**config.mk**
```make
export PLATFORM = sky130hd
export DESIGN_NAME = a2_card_top
export DESIGN_NICKNAME = d
export VERILOG_FILES = /design/src/card_pkg.sv /design/src/av_pkg.sv /design/src/card_ctrl_if.sv /design/src/card_reset_gen.sv /design/src/a2_clock_monitor.sv /design/src/apb_card_regs.sv /design/src/bus_response_mux.sv /design/src/audio_mixer.sv /design/src/scanline_shade.sv /design/src/a2_card_top.sv
export SDC_FILE = /design/constraint.sdc
export NUM_CORES = 1
export LEC_CHECK = 0
export BUFFER_PORTS_ARGS = -buffer_cell sky130_fd_sc_hd__buf_2
export CORE_MARGIN = 2
export CORE_UTILIZATION = 35
export CTS_BUF_LIST = sky130_fd_sc_hd__clkbuf_4 sky130_fd_sc_hd__clkbuf_8
export CTS_CLUSTER_DIAMETER = 200
export DETAILED_ROUTE_END_ITERATION = 8
export PLACE_DENSITY = 0.67
export SLEW_MARGIN = 10
export SYNTH_ARGS = -nofsm -noshare
export SYNTH_HDL_FRONTEND = slang
export SYNTH_HIERARCHICAL = 1
export SYNTH_SLANG_ARGS = --single-unit
```
**constraint.sdc**
```tcl
create_clock -name clk_logic_w -period 2.5 [get_ports clk_logic_w]
set_clock_uncertainty 0.15 [all_clocks]
set_input_delay 0.125 -clock clk_logic_w [delete_from_list [all_inputs] [get_ports clk_logic_w]]
set_output_delay 0.125 -clock clk_logic_w [all_outputs]
set_load 0.005 [all_outputs]
```
**src/card_pkg.sv**
```systemverilog
/*
 * Bus, reset and control register definitions for the Apple II card glue.
 * Shared by the reset generator, the clock monitor, the APB register block
 * and the top level. Import with card_pkg::* in the module header.
 */

package card_pkg;

    // ==============================
    // apple bus and reset
    // ==============================
    typedef logic [7:0] a2_data_t;              // one byte on the apple data bus

    localparam logic [4:0] POR_CYCLES = 5'd16;  // device reset hold after arst
    localparam int EDGE_CNT_W = 11;             // activity counter, led on msb

    // ==============================
    // control register
    // ==============================
    typedef struct packed {
        logic [27:0] reserved;  // reads as zero
        logic irq_out_en;       // bit 3
        logic data_out_en;      // bit 2
        logic speaker_en;       // bit 1
        logic scanlines_en;     // bit 0
    } ctrl_fields_t;

    // apb sees the raw word, the logic sees the fields
    typedef union packed {
        logic [31:0] raw;
        ctrl_fields_t f;
    } ctrl_reg_u;

    localparam logic [31:0] CTRL_RESET = 32'h0000_000C;  // data and irq out on
    localparam logic [31:0] CTRL_WMASK = 32'h0000_000F;  // writable field bits

    typedef logic [3:0] apb_addr_t;
    typedef logic [31:0] apb_data_t;

    localparam apb_addr_t ADDR_CTRL = 4'h0;
    localparam apb_addr_t ADDR_STATUS = 4'h4;  // read only

endpackage

```
**src/av_pkg.sv**
```systemverilog
/*
 * Audio sample and pixel definitions for the card audio mixer and the
 * scanline shader. Card samples are 10-bit unsigned and are placed into
 * a 13-bit range before the sum, which then fits a 16-bit signed sample.
 */

package av_pkg;

    // ==============================
    // audio
    // ==============================
    typedef logic [9:0] card_audio_t;         // unsigned card sample
    typedef logic signed [15:0] mix_sample_t;  // mixed stereo sample

    localparam int MIX_RANGE_W = 13;      // common range of every source
    localparam int CARD_AUDIO_SHIFT = 3;  // 10-bit sample to top of range
    localparam int SPEAKER_SHIFT = 12;    // 1-bit speaker to range msb

    // ==============================
    // video
    // ==============================
    typedef struct packed {
        logic [7:0] r;
        logic [7:0] g;
        logic [7:0] b;
    } rgb_t;

endpackage

```
**src/card_ctrl_if.sv**
```systemverilog
/*
 * Effective feature enables, driven by the APB register block and read by
 * the bus response mux, the audio mixer and the scanline shader.
 */

`timescale 1ns/1ps

interface card_ctrl_if;

    logic scanlines_en;  // darken odd lines
    logic speaker_en;    // add apple speaker to mix
    logic data_out_en;   // allow driving the data bus
    logic irq_out_en;    // allow driving irq

    modport regs (output scanlines_en, output speaker_en,
                  output data_out_en, output irq_out_en);

    modport user (input scanlines_en, input speaker_en,
                  input data_out_en, input irq_out_en);

endinterface

```
**src/card_reset_gen.sv**
```systemverilog
/*
 * Power-on reset stretcher. Device reset follows arst immediately and is
 * held POR_CYCLES clocks after arst falls. System reset adds the Apple bus
 * reset on top of the device reset.
 */

`timescale 1ns/1ps

module card_reset_gen
    import card_pkg::*;
(
    input  logic clk_logic_w,
    input  logic arst,
    input  logic a2_reset_n_i,  // apple bus reset, low active
    output logic device_rst_o,
    output logic system_rst_o
);

    logic [4:0] por_cnt_r;  // same width as POR_CYCLES
    logic device_rst_r;

    // ==============================
    // stretch counter
    // ==============================
    always_ff @(posedge clk_logic_w or posedge arst) begin
        if (arst) begin
            por_cnt_r <= '0;
            device_rst_r <= 1'b1;  // assert at once
        end else if (device_rst_r) begin
            if (por_cnt_r == POR_CYCLES - 5'd1) begin
                device_rst_r <= 1'b0;  // release on the 16th edge
            end else begin
                por_cnt_r <= por_cnt_r + 5'd1;
            end
        end
    end

    assign device_rst_o = device_rst_r;

    // bus reset folded in, no extra delay
    assign system_rst_o = device_rst_r | ~a2_reset_n_i;

endmodule

```
**src/a2_clock_monitor.sv**
```systemverilog
/*
 * Activity monitor for the Apple bus phi1 and q3 clocks. Each input passes
 * two synchroniser flops and one edge flop; a rising edge bumps its
 * counter three clocks after the pin rose. The counters wrap.
 */

`timescale 1ns/1ps

module a2_clock_monitor
    import card_pkg::*;
(
    input  logic clk_logic_w,
    input  logic system_rst_i,
    input  logic a2_phi1_i,
    input  logic a2_q3_i,
    output logic [EDGE_CNT_W-1:0] phi1_cnt_o,
    output logic [EDGE_CNT_W-1:0] q3_cnt_o
);

    // bit 0 phi1, bit 1 q3
    logic [1:0] meta_r;
    logic [1:0] sync_r;
    logic [1:0] last_r;
    logic [1:0] rise_w;

    always_ff @(posedge clk_logic_w or posedge system_rst_i) begin
        if (system_rst_i) begin
            meta_r <= '0;
            sync_r <= '0;
            last_r <= '0;
        end else begin
            meta_r <= {a2_q3_i, a2_phi1_i};  // async pins
            sync_r <= meta_r;
            last_r <= sync_r;                // edge reference
        end
    end

    assign rise_w = sync_r & ~last_r;

    always_ff @(posedge clk_logic_w or posedge system_rst_i) begin
        if (system_rst_i) begin
            phi1_cnt_o <= '0;
            q3_cnt_o <= '0;
        end else begin
            if (rise_w[0]) phi1_cnt_o <= phi1_cnt_o + 1'b1;  // wraps
            if (rise_w[1]) q3_cnt_o <= q3_cnt_o + 1'b1;
        end
    end

endmodule

```
**src/apb_card_regs.sv**
```systemverilog
/*
 * APB slave with the card control register and a status readback.
 * Zero wait states: an access completes on the first edge with psel and
 * penable high. CTRL at 0x0 is read/write, STATUS at 0x4 is read only,
 * anything else answers with pslverr. The effective feature enables are
 * the register fields, with the DIP switches ORed into scanlines and speaker.
 */

`timescale 1ns/1ps

module apb_card_regs
    import card_pkg::*;
(
    input  logic clk_logic_w,
    input  logic device_rst_i,

    // apb slave
    input  logic psel_i,
    input  logic penable_i,
    input  logic pwrite_i,
    input  apb_addr_t paddr_i,
    input  apb_data_t pwdata_i,
    output apb_data_t prdata_o,
    output logic pready_o,
    output logic pslverr_o,

    // status sources
    input  logic [3:0] dip_switches_n_i,  // low when pressed
    input  logic [EDGE_CNT_W-1:0] phi1_cnt_i,
    input  logic [EDGE_CNT_W-1:0] q3_cnt_i,

    card_ctrl_if.regs ctrl
);

    ctrl_reg_u ctrl_r;
    apb_data_t status_w;
    logic access_w;
    logic addr_ok_w;
    logic [3:0] dip_w;

    assign dip_w = ~dip_switches_n_i;  // 1 = switch on

    // ==============================
    // access decode
    // ==============================
    assign access_w = psel_i & penable_i;

    always_comb begin
        addr_ok_w = 1'b0;
        if (paddr_i == ADDR_CTRL) begin
            addr_ok_w = 1'b1;
        end else if (paddr_i == ADDR_STATUS) begin
            addr_ok_w = ~pwrite_i;  // status is read only
        end
    end

    assign pready_o = 1'b1;                   // never waits
    assign pslverr_o = access_w & ~addr_ok_w;

    // ==============================
    // control register
    // ==============================
    always_ff @(posedge clk_logic_w or posedge device_rst_i) begin
        if (device_rst_i) begin
            ctrl_r.raw <= CTRL_RESET;
        end else if (access_w && pwrite_i && paddr_i == ADDR_CTRL) begin
            ctrl_r.raw <= pwdata_i & CTRL_WMASK;  // reserved bits stay zero
        end
    end

    // ==============================
    // readback
    // ==============================
    assign status_w = {12'd0, dip_w, q3_cnt_i[7:0], phi1_cnt_i[7:0]};

    always_comb begin
        prdata_o = '0;
        if (paddr_i == ADDR_CTRL) begin
            prdata_o = ctrl_r.raw;
        end else if (paddr_i == ADDR_STATUS) begin
            prdata_o = status_w;
        end
    end

    // switches only add to scanlines and speaker
    assign ctrl.scanlines_en = ctrl_r.f.scanlines_en | dip_w[0];
    assign ctrl.speaker_en = ctrl_r.f.speaker_en | dip_w[1];
    assign ctrl.data_out_en = ctrl_r.f.data_out_en;
    assign ctrl.irq_out_en = ctrl_r.f.irq_out_en;

endmodule

```
**src/bus_response_mux.sv**
```systemverilog
/*
 * Card read arbitration onto the Apple data bus. The first responder in
 * the order SuperSerial, SuperSprite, Mockingboard wins; with none, the
 * latched bus data passes. Also combines the open-drain card interrupts.
 * Purely combinational.
 */

`timescale 1ns/1ps

module bus_response_mux
    import card_pkg::*;
(
    input  logic ssc_rd_i,
    input  logic ssp_rd_i,
    input  logic mb_rd_i,
    input  a2_data_t ssc_data_i,
    input  a2_data_t ssp_data_i,
    input  a2_data_t mb_data_i,
    input  a2_data_t bus_data_i,
    input  logic ssc_irq_n_i,
    input  logic ssp_irq_n_i,
    input  logic mb_irq_n_i,
    output a2_data_t a2_d_o,
    output logic a2_d_dir_o,  // 1 = fpga drives the bus
    output logic a2_irq_n_o,

    card_ctrl_if.user ctrl
);

    // fixed priority
    always_comb begin
        if (ssc_rd_i) begin
            a2_d_o = ssc_data_i;
        end else if (ssp_rd_i) begin
            a2_d_o = ssp_data_i;
        end else if (mb_rd_i) begin
            a2_d_o = mb_data_i;
        end else begin
            a2_d_o = bus_data_i;  // nobody answering
        end
    end

    assign a2_d_dir_o = (ssc_rd_i | ssp_rd_i | mb_rd_i) & ctrl.data_out_en;

    // wired-and, held inactive when gated off
    assign a2_irq_n_o = ctrl.irq_out_en ? (ssc_irq_n_i & ssp_irq_n_i & mb_irq_n_i) : 1'b1;

endmodule

```
**src/audio_mixer.sv**
```systemverilog
/*
 * Card audio mixer. Each 10-bit card sample and the 1-bit speaker are
 * placed into a common 13-bit range and summed into 16-bit stereo.
 * The speaker only counts when enabled. One cycle of latency.
 */

`timescale 1ns/1ps

module audio_mixer
    import av_pkg::*;
(
    input  logic clk_logic_w,
    input  logic device_rst_i,
    input  logic speaker_i,
    input  card_audio_t ssp_audio_i,
    input  card_audio_t mb_audio_l_i,
    input  card_audio_t mb_audio_r_i,
    output mix_sample_t audio_l_o,
    output mix_sample_t audio_r_o,

    card_ctrl_if.user ctrl
);

    logic [MIX_RANGE_W-1:0] ssp_ext_w;
    logic [MIX_RANGE_W-1:0] mb_l_ext_w;
    logic [MIX_RANGE_W-1:0] mb_r_ext_w;
    logic [MIX_RANGE_W-1:0] spk_ext_w;
    logic [15:0] sum_l_w;
    logic [15:0] sum_r_w;

    // ==============================
    // widen to common range
    // ==============================
    assign ssp_ext_w = MIX_RANGE_W'(ssp_audio_i) << CARD_AUDIO_SHIFT;
    assign mb_l_ext_w = MIX_RANGE_W'(mb_audio_l_i) << CARD_AUDIO_SHIFT;
    assign mb_r_ext_w = MIX_RANGE_W'(mb_audio_r_i) << CARD_AUDIO_SHIFT;
    assign spk_ext_w = MIX_RANGE_W'(speaker_i & ctrl.speaker_en) << SPEAKER_SHIFT;

    // sum stays below 2^15, never negative
    assign sum_l_w = 16'(ssp_ext_w) + 16'(mb_l_ext_w) + 16'(spk_ext_w);
    assign sum_r_w = 16'(ssp_ext_w) + 16'(mb_r_ext_w) + 16'(spk_ext_w);

    always_ff @(posedge clk_logic_w or posedge device_rst_i) begin
        if (device_rst_i) begin
            audio_l_o <= '0;  // silent out of reset
            audio_r_o <= '0;
        end else begin
            audio_l_o <= mix_sample_t'(sum_l_w);
            audio_r_o <= mix_sample_t'(sum_r_w);
        end
    end

endmodule

```
**src/scanline_shade.sv**
```systemverilog
/*
 * Scanline effect on the pixel stream. With scanlines on, pixels on odd
 * lines are drawn at half intensity. One cycle of latency.
 */

`timescale 1ns/1ps

module scanline_shade
    import av_pkg::*;
(
    input  logic clk_logic_w,
    input  logic device_rst_i,
    input  rgb_t rgb_i,
    input  logic screen_y_lsb_i,  // 1 = odd line
    output rgb_t rgb_o,

    card_ctrl_if.user ctrl
);

    logic shade_w;

    assign shade_w = ctrl.scanlines_en & screen_y_lsb_i;

    always_ff @(posedge clk_logic_w or posedge device_rst_i) begin
        if (device_rst_i) begin
            rgb_o <= '0;
        end else if (shade_w) begin
            rgb_o <= '{r: rgb_i.r >> 1, g: rgb_i.g >> 1, b: rgb_i.b >> 1};  // half
        end else begin
            rgb_o <= rgb_i;
        end
    end

endmodule

```
**src/a2_card_top.sv**
```systemverilog
/*
 * Glue logic around the Apple II slot cards on one logic clock: reset,
 * bus clock activity, read arbitration and interrupts, audio mix,
 * scanlines and an APB control/status block. Card outputs come in as
 * plain ports. Instances and wires only.
 */

`timescale 1ns/1ps

module a2_card_top
    import card_pkg::*;
    import av_pkg::*;
(
    input  logic clk_logic_w,
    input  logic arst,

    // apple bus
    input  logic a2_reset_n_i,
    input  logic a2_phi1_i,
    input  logic a2_q3_i,
    output a2_data_t a2_d_o,
    output logic a2_d_dir_o,
    output logic a2_irq_n_o,

    // apb control link
    input  logic psel_i,
    input  logic penable_i,
    input  logic pwrite_i,
    input  apb_addr_t paddr_i,
    input  apb_data_t pwdata_i,
    output apb_data_t prdata_o,
    output logic pready_o,
    output logic pslverr_o,

    input  logic [3:0] dip_switches_n_i,
    output logic [1:0] led_o,

    // card responses
    input  logic ssc_rd_i,
    input  logic ssp_rd_i,
    input  logic mb_rd_i,
    input  a2_data_t ssc_data_i,
    input  a2_data_t ssp_data_i,
    input  a2_data_t mb_data_i,
    input  a2_data_t bus_data_i,
    input  logic ssc_irq_n_i,
    input  logic ssp_irq_n_i,
    input  logic mb_irq_n_i,

    // audio
    input  logic speaker_i,
    input  card_audio_t ssp_audio_i,
    input  card_audio_t mb_audio_l_i,
    input  card_audio_t mb_audio_r_i,
    output mix_sample_t audio_l_o,
    output mix_sample_t audio_r_o,

    // video
    input  rgb_t rgb_i,
    input  logic screen_y_lsb_i,
    output rgb_t rgb_o
);

    logic device_rst_w;
    logic system_rst_w;
    logic [EDGE_CNT_W-1:0] phi1_cnt_w;
    logic [EDGE_CNT_W-1:0] q3_cnt_w;

    card_ctrl_if ctrl_if ();

    // ==============================
    // reset and bus clocks
    // ==============================
    card_reset_gen u_reset (
        .clk_logic_w  (clk_logic_w),
        .arst         (arst),
        .a2_reset_n_i (a2_reset_n_i),
        .device_rst_o (device_rst_w),
        .system_rst_o (system_rst_w)
    );

    a2_clock_monitor u_clk_mon (
        .clk_logic_w  (clk_logic_w),
        .system_rst_i (system_rst_w),
        .a2_phi1_i    (a2_phi1_i),
        .a2_q3_i      (a2_q3_i),
        .phi1_cnt_o   (phi1_cnt_w),
        .q3_cnt_o     (q3_cnt_w)
    );

    assign led_o = {q3_cnt_w[EDGE_CNT_W-1], phi1_cnt_w[EDGE_CNT_W-1]};  // activity blink

    // ==============================
    // control registers
    // ==============================
    apb_card_regs u_regs (
        .clk_logic_w      (clk_logic_w),
        .device_rst_i     (device_rst_w),
        .psel_i           (psel_i),
        .penable_i        (penable_i),
        .pwrite_i         (pwrite_i),
        .paddr_i          (paddr_i),
        .pwdata_i         (pwdata_i),
        .prdata_o         (prdata_o),
        .pready_o         (pready_o),
        .pslverr_o        (pslverr_o),
        .dip_switches_n_i (dip_switches_n_i),
        .phi1_cnt_i       (phi1_cnt_w),
        .q3_cnt_i         (q3_cnt_w),
        .ctrl             (ctrl_if.regs)
    );

    // ==============================
    // data bus and interrupts
    // ==============================
    bus_response_mux u_bus_mux (
        .ssc_rd_i    (ssc_rd_i),
        .ssp_rd_i    (ssp_rd_i),
        .mb_rd_i     (mb_rd_i),
        .ssc_data_i  (ssc_data_i),
        .ssp_data_i  (ssp_data_i),
        .mb_data_i   (mb_data_i),
        .bus_data_i  (bus_data_i),
        .ssc_irq_n_i (ssc_irq_n_i),
        .ssp_irq_n_i (ssp_irq_n_i),
        .mb_irq_n_i  (mb_irq_n_i),
        .a2_d_o      (a2_d_o),
        .a2_d_dir_o  (a2_d_dir_o),
        .a2_irq_n_o  (a2_irq_n_o),
        .ctrl        (ctrl_if.user)
    );

    // ==============================
    // audio and video
    // ==============================
    audio_mixer u_mixer (
        .clk_logic_w  (clk_logic_w),
        .device_rst_i (device_rst_w),
        .speaker_i    (speaker_i),
        .ssp_audio_i  (ssp_audio_i),
        .mb_audio_l_i (mb_audio_l_i),
        .mb_audio_r_i (mb_audio_r_i),
        .audio_l_o    (audio_l_o),
        .audio_r_o    (audio_r_o),
        .ctrl         (ctrl_if.user)
    );

    scanline_shade u_shade (
        .clk_logic_w    (clk_logic_w),
        .device_rst_i   (device_rst_w),
        .rgb_i          (rgb_i),
        .screen_y_lsb_i (screen_y_lsb_i),
        .rgb_o          (rgb_o),
        .ctrl           (ctrl_if.user)
    );

endmodule

```
==> results of run 1 <==
==> logic make-up after synthesis <==
group,share of synthesized area [%]
AND/OR/NAND/NOR,15.0
flip-flops,45.8
AO/OA/AOI/OAI,7.45
buffers and inverters,5.90
XOR/XNOR,7.42
multiplexers,9.84
adder cells (fa/ha/maj),8.30
other,0.239
==> per-stage QoR <==
stage | util (%) | power, mW | hold slack, ns
5_1_grt | 49.9 | 3.86 | 0.0431
4_1_cts | 49.7 | 3.66 | 0.00756
3_5_place_dp | 43.6 | 2.60 | -0.0894
3_3_place_gp | 43.6 | 2.57 | -0.0981
6_report | 49.9 | 3.62 | 0.0322
2_1_floorplan | - | 2.26 | -0.235
==> registers in the layout, summed over array words and instances (netlist names) <==
name                  cells
u_clk_mon/sync_r          2
u_clk_mon/q3_cnt_o       11
u_reset/por_cnt_r         5
u_reset/device_rst_o      1
u_regs/ctrl_r             4
u_clk_mon/meta_r          2
u_mixer/audio_r_o        12
u_clk_mon/last_r          2
u_clk_mon/phi1_cnt_o     11
u_mixer/audio_l_o        12
u_shade/rgb_o            24
==> final timing paths <==
path	to	slack, ns	cells after the start
setup / recovery	u_mixer/audio_l_o[13]	0.05	10
hold / removal	u_regs/ctrl_r[1]	0.03	1
setup reg to reg	u_shade/rgb_o[0]	0.20	4
hold reg to reg	u_regs/ctrl_r[1]	0.03	1
max in group asynchronous	u_shade/rgb_o[1]	1.30	1
min in group clk_logic_w	u_mixer/audio_l_o[8]	0.04	3
==> worst reg2reg max path, stage by stage (launching register included) <==
cell,delay [ns]
dfrtp_1,0.42
nand2b_1,0.16
nand2_2,0.50
mux2_2,0.42
dlygate4sd3_1,0.55
==> cell usage in the layout (no fill, tap or decap), drive strengths merged, types with 9 or more instances in the layout <==
master       Yosys  layout
nand3            9       9
dlygate4sd3      0      62
mux2            28      28
and2            17      17
xor2            17      17
a21oi           15      15
conb             3      21
clkbuf           1      12
xnor2           22      22
nor2            12      12
inv             13      13
buf             27     199
ha              28      28
nor2b           10      10
nand2           13      13
dfrtp           83      83
==> power by group through the flow <==
stage                     registers [mW]  logic [mW]  clock network [mW]
after detailed placement            1.78       0.817                   0
after floorplan                     1.76       0.498                   0
after CTS                           1.76       0.909               0.990
after global placement              1.78       0.791                   0
final                               1.76       0.918               0.937
after global routing                1.79        1.01                1.05
==> final cells by class <==
class                   instances  area share (%)
clock inverters                 3           0.285
well taps                     176            3.35
inverters                      13           0.742
flip-flops and latches         86            32.8
multi-input cells             280            35.6
repair buffers                261            24.8
clock buffers                  12            2.51
==> metal layers <==
metal	part of all wire, %	vias up	routed length, um	track usage [%]
met3	6.2	14	755	4.37
met2	51	152	6260	30.6
met5	0	-	0	0
met4	1.4	0	171	6.03
met1	41	1863	5070	19.9
li1	-	1833	-	-
==> repair_timing <==
action	in CTS	in global routing
gates resized for setup	0	2
setup buffers	0	2
hold buffers	62	0
endpoints found under the hold margin	81	0
setup endpoints to repair	0	3
==> reports/metrics.yaml, run 1 <==
run_status:
  outcome: "finished, final reports clean"
timing:
  rsz0062_at_grt: "false"
  hold_violations: 0
  post-route-period-util_pct: 98.1
  tns_ns: 0
  post-route-min-period_ns: 2.45
  maxSlewViolCount: 0
  setup_viol: 0
  slew_headroom_pct: 39.4
  max_freq_ghz: 0.408
  worst_slew_pin_slew_ns: 0.908
  fin_ws_ns: 0.0486
run:
  maxCapViolations: 0
critical_path:
  critPathLaunch: "mb_audio_l_i[3]"
  cp-start-kind: "input port"
  crit_top_cell: "ha_1"
  r2r-start: "u_regs/ctrl_r[0]"
  critPathMaxStageDelay_ns: 0.53
  cp-end-kind: "flop"
  cp.required_ns: 2.59
  worstPathCellList: "dlygate4sd3_1, buf_2, ha_1, and3_4, a2111oi_4, o21ai_1, a21oi_1, xnor2_1, ha_1, ha_1"
  critPathKind: "in -> reg"
  crit_slowest_cell: "dlygate4sd3_1"
  crit_fanout: 4
  cp_top_family: "adder cells"
  path_buf_inv: 2
  arrival_ns: 2.54
routing:
  drt_first_pass_iters: 4
  vias: 3862
  drc: 0
  via_per_inst: 4.65
  routed_wl_um: 12300
  drtIter0Drc: 143
  ant_nets: 0
  routedWlPerCell_um: 14.8
logic_synthesis:
  synth-edff-count: 0
  post-synth-top-count-cell: "dfrtp_1"
  synthArstFlopShare_pct: 100
  yosys-top-cells-area: "dfrtp_1, ha_1, mux2_4, xnor2_1, buf_4"
  seq_area_frac_synth_pct: 45.8
  synth_ff_type: "dfrtp_1"
  synth_warnings: 6
  synth.avg_cell_area_um2: 12.1
  yosysTopAreaCell: "dfrtp_1"
  yosysTopAreaCellShare_pct: 44.1
  syn_inst: 389
  synth.distinct_cells: 56
  ys_seq_elements: 86
  synth_top_cells_by_count: "dfrtp_1, ha_1, buf_4, xnor2_1, mux2_4"
  synth_area_um2: 4700
global_routing:
  grt_usage_pct: 17.2
  grt_max_degree: 29
  antenna_found_initial: 0
  first_global_vias: 4009
  grt_pass1_wl_um: 19400
  grt_overflow: 0
power:
  pwr-share-seq_pct: 48.7
  combPwrFrac_pct: 25.4
  internal-power_mw: 2.55
  leakage_nw: 3.33
  power_switching_mw: 1.07
  power_density_nw_per_um2: 550
  vdd_drop_max_v: 0.000224
  clkPwrFrac_pct: 25.9
  swShare_pct: 29.6
floorplanning:
  ios: 244
  initial_core_util_pct: 35.7
  die-area_um2: 14400
  fp.coreArea_um2: 13200
  die_w_um: 120
  die_y_um: 120
  rows: 42
layout:
  drive_gt1_share_pct: 41.1
  synthToLayoutAreaGrowth_pct: 39.9
  design_area_um2: 6580
  fillers: 1174
  finalNetCount: 823
  seq_area_um2: 2160
  multi_input_area_um2: 2340
  final_cells: 831
  n_antenna_cell: 0
place:
  place_ws_ns: 0.00565
  dp_hpwl_um: 8830
  dp_cells: 752
  postPlaceCellArea_um2: 5760
  port_buffers: 194
  gp_congestion: 0.810
hold_path:
  hold_path_class: "reg -> async"
clocking:
  h-tree-depth: 3
  numCtsBuffers: 9
  clk_latency_ns: 0.36
  clockBufferDepth: 2
  cts.reportedPaths.clkPinSlew_ns: 0.08
  cts_tree: "done"
  clkSinkCount: 86
  cts_root_buf: "clkbuf_8"
Power figures use the tool's default switching activity.
==> inputs of run 2 (changes only) <==
--- a/config.mk
+++ b/config.mk
@@ -9,9 +9,9 @@
 export CORE_MARGIN = 2
 export CORE_UTILIZATION = 35
 export CTS_BUF_LIST = sky130_fd_sc_hd__clkbuf_4 sky130_fd_sc_hd__clkbuf_8
-export CTS_CLUSTER_DIAMETER = 200
 export DETAILED_ROUTE_END_ITERATION = 8
 export PLACE_DENSITY = 0.67
+export REMOVE_ABC_BUFFERS = 1
 export SLEW_MARGIN = 10
 export SYNTH_ARGS = -nofsm -noshare
 export SYNTH_HDL_FRONTEND = slang
==> reports/metrics.yaml, run 2 (synthesis gave the netlist of run 1 again) <==
run_status:
  outcome: "finished, final reports clean"
power:
  pwr-share-seq_pct: 48.0
  p_total_mw: 3.65
  power_density_nw_per_um2: 559
  internal-power_mw: 2.59
  leakage_nw: 3.30
  clkPwrFrac_pct: 27.1
  vdd_drop_max_v: 0.000251
  power_switching_mw: 1.07
  combPwrFrac_pct: 24.8
  swShare_pct: 29.2
global_routing:
  grt_usage_pct: 15.7
  grt_overflow: 0
  busiest_layer: "met2"
  globalRouteMet1Util_pct: 17.6
  met3_usage_pct: 3.37
  first_global_vias: 3894
  grt_pass1_wl_um: 17900
  grtUsageMet2_pct: 28.7
  antenna_found_initial: 0
  grt_max_degree: 29
routing:
  drc: 0
  via_per_inst: 4.57
  ant_nets: 0
  drtIter0Drc: 113
  routedWlPerCell_um: 13.6
  vias: 3771
  drt_first_pass_iters: 4
  routed_wl_um: 11200
critical_path:
  cp-start-kind: "input port"
  cp_top_family: "compound AO/OA/AOI/OAI gates"
  cp.required_ns: 2.60
  crit_fanout: 2
  arrival_ns: 2.49
  worstPathCellList: "dlygate4sd3_1, buf_2, fa_1, a21o_1, a21oi_2, o21ai_0, a31oi_1, o21ai_1, ha_1"
  critPathMaxStageDelay_ns: 0.54
  critPathKind: "in -> reg"
  crit_slowest_cell: "dlygate4sd3_1"
  cp-end-kind: "flop"
  path_buf_inv: 2
timing:
  tns_ns: 0
  holdWs_ns: 0.0278
  post-route-min-period_ns: 2.40
  fin_ws_ns: 0.105
  rsz0062_at_grt: "false"
  max_freq_ghz: 0.418
  worst_slew_pin_slew_ns: 0.896
  maxSlewViolCount: 0
  slew_headroom_pct: 40.2
  hold_violations: 0
  post-route-period-util_pct: 95.8
  setup_viol: 0
floorplanning:
  ios: 244
  die_y_um: 120
  initial_core_util_pct: 35.7
  die_w_um: 120
  fp.coreArea_um2: 13200
  die-area_um2: 14400
  rows: 42
layout:
  largest_register_ffs: 24
  drive_gt1_share_pct: 41.9
  final_common_cell: "buf_2"
  final_cell_mix: "buf_2, dfrtp_1, dlygate4sd3_1"
  reg_top3: "u_shade/rgb_o: 24 flops, u_mixer/audio_l_o: 12 flops, u_mixer/audio_r_o: 12 flops"
  utilization_pct: 49.5
  design_area_um2: 6530
  top_register: "u_shade/rgb_o"
  synthToLayoutAreaGrowth_pct: 38.9
  final_cells: 825
  finalNetCount: 816
  fillers: 1182
  n_antenna_cell: 0
clocking:
  numCtsBuffers: 9
  cts_root_buf: "clkbuf_8"
  clk_latency_ns: 0.37
  h-tree-depth: 3
  clkSinkCount: 86
  cts.reportedPaths.clkPinSlew_ns: 0.08
  cts_tree: "done"
  clockBufferDepth: 2
place:
  port_buffers: 194
  dp_hpwl_um: 8510
  postPlaceCellArea_um2: 5760
  gp_congestion: 0.793
  dp_cells: 752
  place_ws_ns: -0.000620
run:
  maxCapViolations: 0
hold_path:
  hold_path_class: "reg -> async"
run 2: cell types whose count changed in the layout (fill, tap and decap cells not counted), sizes merged:
cell and change:
clkinvlp +1, dlygate4sd3 -7, clkbuf -1, bufinv +1
run 2: power by group through the flow:
| stage | sequential (mW) | clock, mW | combinational (mW) |
|---|---|---|---|
| CTS | 1.76 | 1.04 | 0.904 |
| floorplan | 1.76 | 0 | 0.461 |
| global route | 1.78 | 1.10 | 1.00 |
| global placement | 1.77 | 0 | 0.791 |
| finish | 1.75 | 0.992 | 0.908 |
| detailed placement | 1.78 | 0 | 0.819 |
run 2: routing by layer:
layer / vias to the layer above / routed length, um
li1: 1825 / -
met1: 1801 / 4440
met2: 126 / 5930
met3: 19 / 603
met4: 0 / 250
met5: - / 0
run 2: final timing paths:
check / from / cells past startpoint / slack, ns / to
min reg2reg: u_reset/device_rst_o / 1 / 0.03 / u_regs/ctrl_r[0]
min: u_reset/device_rst_o / 1 / 0.03 / u_regs/ctrl_r[0]
min in group clk_logic_w: ssp_audio_i[2] / 3 / 0.03 / u_mixer/audio_r_o[5]
max reg2reg: u_regs/ctrl_r[0] / 4 / 0.13 / u_shade/rgb_o[0]
max in group asynchronous: u_reset/device_rst_o / 1 / 1.32 / u_shade/rgb_o[18]
max: mb_audio_l_i[1] / 9 / 0.10 / u_mixer/audio_l_o[13]
run 2: worst register-to-register path, cell delays in order, from the launching register on:
cell	delay, ns
dfrtp_1	0.41
nand2b_1	0.19
nand2_2	0.53
mux2_2	0.42
dlygate4sd3_1	0.56
run 2: final cells by class:
| type | instances | area, um2 | area share [%] |
|---|---|---|---|
| Clock buffer | 11 | 139 | 2.13 |
| Tap cell | 176 | 220 | 3.37 |
| Timing Repair Buffer | 254 | 1560 | 23.9 |
| Clock inverter | 5 | 60.1 | 0.919 |
| Multi-Input combinational cell | 280 | 2350 | 36.0 |
| Sequential cell | 86 | 2160 | 33.0 |
| Inverter | 13 | 48.8 | 0.747 |
run 2: what timing repair did:
| action | 4_1_cts | 5_1_grt |
|---|---|---|
| setup endpoints to repair | 0 | 2 |
| hold buffers | 55 | 0 |
| setup buffers | 0 | 2 |
| hold endpoints to repair | 79 | 0 |
| resized for setup | 0 | 4 |
